==> config.mk <==
export PLATFORM = sky130hd
export DESIGN_NAME = stream_source
export DESIGN_NICKNAME = d
export VERILOG_FILES = /design/src/logic/stream_source_pkg.sv /design/src/logic/addr_fifo.sv /design/src/logic/stream_addrgen.sv /design/src/logic/stream_source.sv
export VERILOG_INCLUDE_DIRS = /design/src /design/src/logic
export SDC_FILE = /design/constraint.sdc
export NUM_CORES = 1
export LEC_CHECK = 0
export ABC_CLOCK_PERIOD_IN_PS = 3100
export BUFFER_PORTS_ARGS = -buffer_cell sky130_fd_sc_hd__buf_4
export CAP_MARGIN = 25
export CELL_PAD_IN_SITES_DETAIL_PLACEMENT = 1
export CELL_PAD_IN_SITES_GLOBAL_PLACEMENT = 1
export CORE_MARGIN = 4
export CORE_UTILIZATION = 43
export CTS_CLUSTER_SIZE = 10
export DETAILED_ROUTE_END_ITERATION = 16
export PLACE_DENSITY_LB_ADDON = 0.1
export SLEW_MARGIN = 20
export SYNTH_ARGS = -nofsm -noshare
export SYNTH_HDL_FRONTEND = slang
export SYNTH_SLANG_ARGS = --single-unit
export TNS_END_PERCENT = 50
==> constraint.sdc <==
create_clock -name clk_i -period 3.1 [get_ports clk_i]
set_clock_uncertainty 0.2 [all_clocks]
set_input_delay 0.775 -clock clk_i [delete_from_list [all_inputs] [get_ports clk_i]]
set_output_delay 0.775 -clock clk_i [all_outputs]
set_load 0.01 [all_outputs]
==> src/logic/stream_source_config.svh <==
`ifndef STREAM_SOURCE_CONFIG_SVH
`define STREAM_SOURCE_CONFIG_SVH

// stream and memory word width
`define SRC_DATA_WIDTH 32

// word address into the bank, 1024 words
`define SRC_ADDR_WIDTH 10

// line length and line count fields
`define SRC_CNT_WIDTH 8

// address fifo entries, power of two
`define SRC_FIFO_DEPTH 2

`define SRC_CREDITS 4 // beats the consumer can buffer

`endif

==> src/logic/stream_source_pkg.sv <==
`include "stream_source_config.svh"

package stream_source_pkg;

  // one data word on the stream and in the bank
  typedef logic [`SRC_DATA_WIDTH-1:0] stream_word_t;

  // word address, wraps at the bank size
  typedef logic [`SRC_ADDR_WIDTH-1:0] mem_addr_t;

  typedef logic [`SRC_CNT_WIDTH-1:0] job_cnt_t; // line length or line count

  // controller states
  typedef enum logic [1:0] {
    IDLE    = 2'd0,
    WORKING = 2'd1,
    DONE    = 2'd2
  } streamer_state_t;

endpackage

==> src/logic/addr_fifo.sv <==
`include "stream_source_config.svh"

module addr_fifo
  import stream_source_pkg::*;
#(
  parameter int unsigned DEPTH = `SRC_FIFO_DEPTH // power of two, at least 2
) (
  input  logic      clk_i,
  input  logic      rst_ni,
  input  logic      clear_i,
  input  logic      push_i,
  input  mem_addr_t data_i,
  input  logic      pop_i,
  output mem_addr_t data_o,
  output logic      empty_o,
  output logic      full_o
);

  localparam int unsigned PTR_W = (DEPTH > 1) ? $clog2(DEPTH) : 1;
  localparam int unsigned CNT_W = $clog2(DEPTH + 1);

  mem_addr_t        buf_q [DEPTH];
  logic [PTR_W-1:0] wr_ptr_q;
  logic [PTR_W-1:0] rd_ptr_q;
  logic [CNT_W-1:0] count_q;

  assign data_o  = buf_q[rd_ptr_q];
  assign empty_o = (count_q == '0);
  assign full_o  = (count_q == CNT_W'(DEPTH));

  always_ff @(posedge clk_i or negedge rst_ni) begin
    if (!rst_ni) begin
      wr_ptr_q <= '0;
      rd_ptr_q <= '0;
      count_q  <= '0;
    end else if (clear_i) begin
      wr_ptr_q <= '0;
      rd_ptr_q <= '0;
      count_q  <= '0;
    end else begin
      if (push_i) wr_ptr_q <= wr_ptr_q + 1'b1; // wraps, depth is a power of two
      if (pop_i)  rd_ptr_q <= rd_ptr_q + 1'b1;
      case ({push_i, pop_i})
        2'b10:   count_q <= count_q + 1'b1;
        2'b01:   count_q <= count_q - 1'b1;
        default: count_q <= count_q; // both or neither
      endcase
    end
  end

  always_ff @(posedge clk_i) begin
    if (push_i) buf_q[wr_ptr_q] <= data_i;
  end

  a_no_overflow : assert property (@(posedge clk_i) disable iff (!rst_ni)
    push_i && !clear_i |-> !full_o || pop_i);

  a_no_underflow : assert property (@(posedge clk_i) disable iff (!rst_ni)
    pop_i && !clear_i |-> !empty_o);

endmodule

==> src/logic/stream_addrgen.sv <==
`include "stream_source_config.svh"

module stream_addrgen
  import stream_source_pkg::*;
(
  input  logic      clk_i,
  input  logic      rst_ni,
  input  logic      clear_i,
  input  logic      enable_i,
  input  logic      start_i,
  input  mem_addr_t base_i,
  input  mem_addr_t word_stride_i,
  input  mem_addr_t line_stride_i,
  input  job_cnt_t  line_len_i,
  input  job_cnt_t  line_cnt_i,
  input  logic      full_i,
  output logic      addr_valid_o,
  output mem_addr_t addr_o,
  output logic      done_o
);

  // job parameters held for the whole walk
  mem_addr_t word_stride_q;
  mem_addr_t line_stride_q;
  job_cnt_t  line_len_q;
  job_cnt_t  line_cnt_q;

  mem_addr_t line_base_q; // first address of the current line
  mem_addr_t cur_addr_q;

  job_cnt_t  word_idx_q;
  job_cnt_t  line_idx_q;
  logic      active_q;    // job loaded and addresses left
  logic      done_q;

  logic      push;
  logic      last_word;
  logic      last_line;

  // one address per cycle when the fifo can take it
  assign push      = active_q & enable_i & ~full_i;
  assign last_word = (word_idx_q == line_len_q - 1'b1);
  assign last_line = (line_idx_q == line_cnt_q - 1'b1);

  assign addr_valid_o = push;
  assign addr_o       = cur_addr_q;
  assign done_o       = done_q;

  always_ff @(posedge clk_i or negedge rst_ni) begin
    if (!rst_ni) begin
      active_q   <= 1'b0;
      done_q     <= 1'b0;
      word_idx_q <= '0;
      line_idx_q <= '0;
    end else if (clear_i) begin
      active_q   <= 1'b0;
      done_q     <= 1'b0;
      word_idx_q <= '0;
      line_idx_q <= '0;
    end else if (start_i) begin
      active_q   <= 1'b1;
      done_q     <= 1'b0;
      word_idx_q <= '0;
      line_idx_q <= '0;
    end else if (push) begin
      if (!last_word) begin
        word_idx_q <= word_idx_q + 1'b1;
      end else if (!last_line) begin
        word_idx_q <= '0;
        line_idx_q <= line_idx_q + 1'b1;
      end else begin
        active_q <= 1'b0; // final address goes out this cycle
        done_q   <= 1'b1;
      end
    end
  end

  // addresses built with adds only, wrapping at the bank size
  always_ff @(posedge clk_i) begin
    if (start_i) begin
      word_stride_q <= word_stride_i;
      line_stride_q <= line_stride_i;
      line_len_q    <= line_len_i;
      line_cnt_q    <= line_cnt_i;
      line_base_q   <= base_i;
      cur_addr_q    <= base_i;
    end else if (push) begin
      if (!last_word) begin
        cur_addr_q <= cur_addr_q + word_stride_q;
      end else begin
        line_base_q <= line_base_q + line_stride_q;
        cur_addr_q  <= line_base_q + line_stride_q;
      end
    end
  end

endmodule

==> src/logic/stream_source.sv <==
`include "stream_source_config.svh"

module stream_source
  import stream_source_pkg::*;
(
  input  logic         clk_i,
  input  logic         rst_ni,
  input  logic         clear_i,
  input  logic         start_i,
  input  mem_addr_t    base_i,
  input  mem_addr_t    word_stride_i,
  input  mem_addr_t    line_stride_i,
  input  job_cnt_t     line_len_i,
  input  job_cnt_t     line_cnt_i,
  input  logic         credit_i,
  input  logic         mem_rvalid_i,
  input  stream_word_t mem_rdata_i,
  output logic         ready_start_o,
  output logic         done_o,
  output logic         mem_req_o,
  output mem_addr_t    mem_raddr_o,
  output logic         stream_valid_o,
  output stream_word_t stream_data_o
);

  localparam int unsigned CRED_W = $clog2(`SRC_CREDITS + 1);
  localparam logic [CRED_W-1:0] CRED_MAX = CRED_W'(`SRC_CREDITS);

  streamer_state_t state_q, state_d;

  logic             gen_enable;
  logic             gen_clear;
  logic             gen_done;
  logic             addr_valid;
  mem_addr_t        addr;
  mem_addr_t        fifo_addr;
  logic             fifo_empty;
  logic             fifo_full;
  logic [CRED_W-1:0] credit_q;

  stream_addrgen i_addrgen (
    .clk_i         ( clk_i                   ),
    .rst_ni        ( rst_ni                  ),
    .clear_i       ( gen_clear               ),
    .enable_i      ( gen_enable              ),
    .start_i       ( start_i & ready_start_o ),
    .base_i        ( base_i                  ),
    .word_stride_i ( word_stride_i           ),
    .line_stride_i ( line_stride_i           ),
    .line_len_i    ( line_len_i              ),
    .line_cnt_i    ( line_cnt_i              ),
    .full_i        ( fifo_full               ),
    .addr_valid_o  ( addr_valid              ),
    .addr_o        ( addr                    ),
    .done_o        ( gen_done                )
  );

  addr_fifo #(
    .DEPTH ( `SRC_FIFO_DEPTH )
  ) i_addr_fifo (
    .clk_i   ( clk_i      ),
    .rst_ni  ( rst_ni     ),
    .clear_i ( clear_i    ),
    .push_i  ( addr_valid ),
    .data_i  ( addr       ),
    .pop_i   ( mem_req_o  ),
    .data_o  ( fifo_addr  ),
    .empty_o ( fifo_empty ),
    .full_o  ( fifo_full  )
  );

  // a read only goes out with a credit in hand, so the beat never waits
  assign mem_req_o      = (state_q != IDLE) & ~fifo_empty & (credit_q != '0);
  assign mem_raddr_o    = fifo_addr;
  assign stream_valid_o = mem_rvalid_i;
  assign stream_data_o  = mem_rdata_i;

  always_ff @(posedge clk_i or negedge rst_ni) begin
    if (!rst_ni) begin
      credit_q <= CRED_MAX;
    end else if (clear_i) begin
      credit_q <= CRED_MAX;
    end else if (mem_req_o && !credit_i) begin
      credit_q <= credit_q - 1'b1;
    end else if (credit_i && !mem_req_o) begin
      credit_q <= credit_q + 1'b1;
    end
  end

  always_ff @(posedge clk_i or negedge rst_ni) begin
    if (!rst_ni) state_q <= IDLE;
    else if (clear_i) state_q <= IDLE;
    else state_q <= state_d;
  end

  always_comb begin
    state_d       = state_q;
    done_o        = 1'b0;
    ready_start_o = 1'b0;
    gen_enable    = 1'b0;
    gen_clear     = clear_i;
    case (state_q)
      IDLE: begin
        ready_start_o = 1'b1;
        if (start_i) state_d = WORKING;
      end
      WORKING: begin
        gen_enable = 1'b1;
        if (gen_done) state_d = DONE;
      end
      DONE: begin
        // last address already left the generator, wait for the fifo to drain
        if (fifo_empty) begin
          state_d   = IDLE;
          done_o    = 1'b1;
          gen_clear = 1'b1;
        end
      end
      default: state_d = IDLE;
    endcase
  end

  a_beat_follows_req : assert property (@(posedge clk_i) disable iff (!rst_ni)
    stream_valid_o == $past(mem_req_o));

  a_credit_bound : assert property (@(posedge clk_i) disable iff (!rst_ni)
    credit_q <= CRED_MAX);

  a_start_in_idle : assert property (@(posedge clk_i) disable iff (!rst_ni)
    start_i |-> state_q == IDLE);

endmodule

==> impl_metrics.yaml <==
synthesis:
  synth_ff_type: "edfxtp_1"
  synth-edff-count: 76
  synth-seq-cells: 103
  avgSynthCellArea_um2: 10.9
  postSynthCellCount: 540
  synth_area_leaders: "edfxtp_1 39%, dfrtp_1 11%, ha_1 4.7%"
  ys.warnings.count: 0
  yosys.cell_count.top_type: "edfxtp_1"
  yosysTopAreaCellShare_pct: 38.9
  yosysSeqAreaShare_pct: 50.4
  syn_nets: 649
  ys_types: 59
  syn_area_mm2: 0.00587
  synthTopCellsByCount: "76 x edfxtp_1, 46 x nand2_1, 44 x nor2_1, 33 x buf_4, 29 x xnor2_1"
  async_flop_share_pct: 26.2
  yosysTopAreaCell: "edfxtp_1"
die:
  placementRows: 42
  boundaryPins: 130
  die_w_um: 125
  dieHeight_um: 125
  core_area_mm2: 0.0133
  start_util_pct: 44.2
  floorplan.die_area_mm2: 0.0156
power:
  combPwrFrac_pct: 21.0
  p_clk_share_pct: 30.1
  switching_power_mw: 0.939
  power.leakage_nw: 2.62
  pwr-share-seq_pct: 49.0
  sw_frac_of_total_pct: 27.2
  power_density_mw_per_mm2: 516
  internal-power_mw: 2.51
  peakVddDrop_mv: 0.301
layout:
  fin_nets: 687
  diodes: 0
  final_core_utilization_pct: 50.3
  layout-drive-gt1-share_pct: 21.4
  area_growth_pct: 13.9
  instances_no_fill: 759
timing:
  fmax_ghz: 0.340
  hold_viol: 0
  relSlewSlack_pct: 55.3
  setup_violations: 0
  period_needed_ps: 2940
  period_share_pct: 94.8
  worst_pin_slew_ps: 670
  fin_hold_ws_ps: 135
  maxSlewViolCount: 0
route:
  drt_iter0_drc: 302
  wirelength_um: 13900
  drc_errors: 0
  vias: 4221
  drt-pass1-iter-count: 4
  wl_per_cell_um: 18.4
  detail-route-antenna-nets: 0
  vias_per_cell: 5.56
clock_tree:
  clock-sinks: 103
  cts_root_buffer: "clkbuf_16"
  cts_tree: "built"
  clockBufferDepth: 2
  worstSkewPairLatency_ps: 350
  htree_levels: 3
  cts_hold_buf: 0
  cts_made_buffers: 9
  clk_pin_slew_ps: 70
setup_path:
  worstPathRequired_ps: 3120
  cp_max_fo: 10
  crit_type: "reg2reg"
  crit_buf_inv: 1
  cp-start-kind: "register"
  crit_family: "simple AND/OR/NAND/NOR gates"
  arrival_ps: 2960
  critPathMaxStageDelay_ps: 570
  crit_slowest_cell: "or4_4"
  path_cells: "or4_4 -> or4_1 -> nand3_1 -> o311a_2 -> nand2_2 -> buf_4 -> o311ai_1 -> o41ai_1"
  crit_path_end_kind: "register"
min_path:
  hp-class: "in2async"
run_status:
  status: "finished clean"
global_route:
  grt.total_usage_pct: 18.1
  grt_pass1_wl_um: 22900
  grt_pass1_vias: 4492
  grt_antenna_before_repair: 0
  grt-ovfl-total: 0
  grt_max_degree: 35
placed_design:
  gp_congestion: 0.856
  dp.cells: 742
  place_hpwl_um: 10400
  numPortBuffers: 63
flow_run:
  cap_violations: 0
[cell type report]
class	instances	area, µm²
fillers	1430	6610
flip-flops and latches	103	2960
multi-input cells	371	2570
repair buffers	82	628
clock buffers	14	254
well taps	176	220
inverters	11	41.3
clock inverters	2	10.0
[worst paths after layout]
| path | start | endpoint | slack, ps | depth (start not counted) |
|---|---|---|---|---|
| max | i_addrgen.line_len_q[2] | i_addrgen.line_idx_q[7] | 160 | 8 |
| min | rst_ni | i_addrgen.word_idx_q[7] | 130 | 1 |
| max reg2reg | i_addrgen.line_len_q[2] | i_addrgen.line_idx_q[7] | 160 | 8 |
| min reg2reg | i_addrgen.addr_o[3] | i_addr_fifo.buf_q[0][3] | 320 | 0 |
| max in group asynchronous | rst_ni | credit_q[2] | 2240 | 1 |
| min in group clk_i | i_addrgen.addr_o[3] | i_addr_fifo.buf_q[0][3] | 320 | 0 |
[flip-flops by register name, indices dropped and copies added (netlist names)]
signal	flops
i_addrgen.addr_o	10
i_addrgen.line_idx_q	8
state_q	2
i_addrgen.line_len_q	8
i_addr_fifo.count_q	2
i_addrgen.line_cnt_q	8
credit_q	3
i_addrgen.word_stride_q	10
i_addrgen.word_idx_q	8
i_addrgen.active_q	1
i_addrgen.line_stride_q	10
i_addrgen.done_o	1
i_addr_fifo.wr_ptr_q	1
i_addrgen.line_base_q	10
i_addr_fifo.buf_q	20
i_addr_fifo.rd_ptr_q	1
[what timing repair did]
item                                    in CTS  in global routing
gates resized for setup                      0                  9
setup buffers                                0                  1
endpoints found under the setup margin       0                 21
[layer usage]
layer  global-route usage (%)  vias to the layer above  share of wire [%]
li1                         -                     2044                  -
met1                     24.9                     2073                 47
met2                     28.9                       78                 48
met3                     4.07                       26                3.7
met4                     5.36                        0               0.95
met5                        0                        -                  0
[cells by family (layout without fill, tap and decap cells)]
family	count (synthesis)	after routing	synth area share, %
simple gates	175	175	14.8
xor+xnor	41	41	6.12
compound gates	105	105	12.0
buf+inv	66	109	6.41
flops	103	103	50.4
fa+ha+maj	25	25	5.71
mux	25	25	4.52
[layout by cell type, fill, tap and decap left out, drive strengths merged, types with 6 or more instances in the layout]
cell type / Yosys / layout
buf: 37 / 82
nor2: 44 / 44
nand2: 47 / 47
a21oi: 28 / 28
nand3: 16 / 16
nand4: 8 / 8
o311ai: 7 / 7
a211oi: 6 / 6
clkbuf: 18 / 14
o21ai: 19 / 19
o211ai: 10 / 10
xnor2: 29 / 29
mux2: 12 / 12
nand2b: 6 / 6
or4: 9 / 9
xor2: 12 / 12
edfxtp: 76 / 76
dfrtp: 26 / 26
mux2i: 13 / 13
nor3: 13 / 13
ha: 22 / 22
inv: 11 / 11
[power by group through the flow]
| stage | Combinational, mW | Clock, mW | Sequential, mW |
|---|---|---|---|
| 2_1_floorplan | 0.540 | 0 | 1.69 |
| 3_3_place_gp | 0.699 | 0 | 1.71 |
| 3_5_place_dp | 0.716 | 0 | 1.72 |
| 4_1_cts | 0.726 | 1.08 | 1.69 |
| 5_1_grt | 0.814 | 1.14 | 1.70 |
| 6_report | 0.723 | 1.04 | 1.69 |
[stage by stage]
stage | total power [mW] | setup slack [ps] | cell area (µm²) | TNS (ps)
2_1_floorplan | 2.23 | 35.7 | 5870 | 0
3_3_place_gp | 2.41 | 214 | 6380 | 0
6_report | 3.45 | 160 | 6690 | 0
5_1_grt | 3.66 | -5.45 | 6690 | -5.45
4_1_cts | 3.50 | 43.1 | 6650 | 0
3_5_place_dp | 2.44 | 77.8 | 6380 | 0
Note: power is estimated with default switching activity, not from simulation.
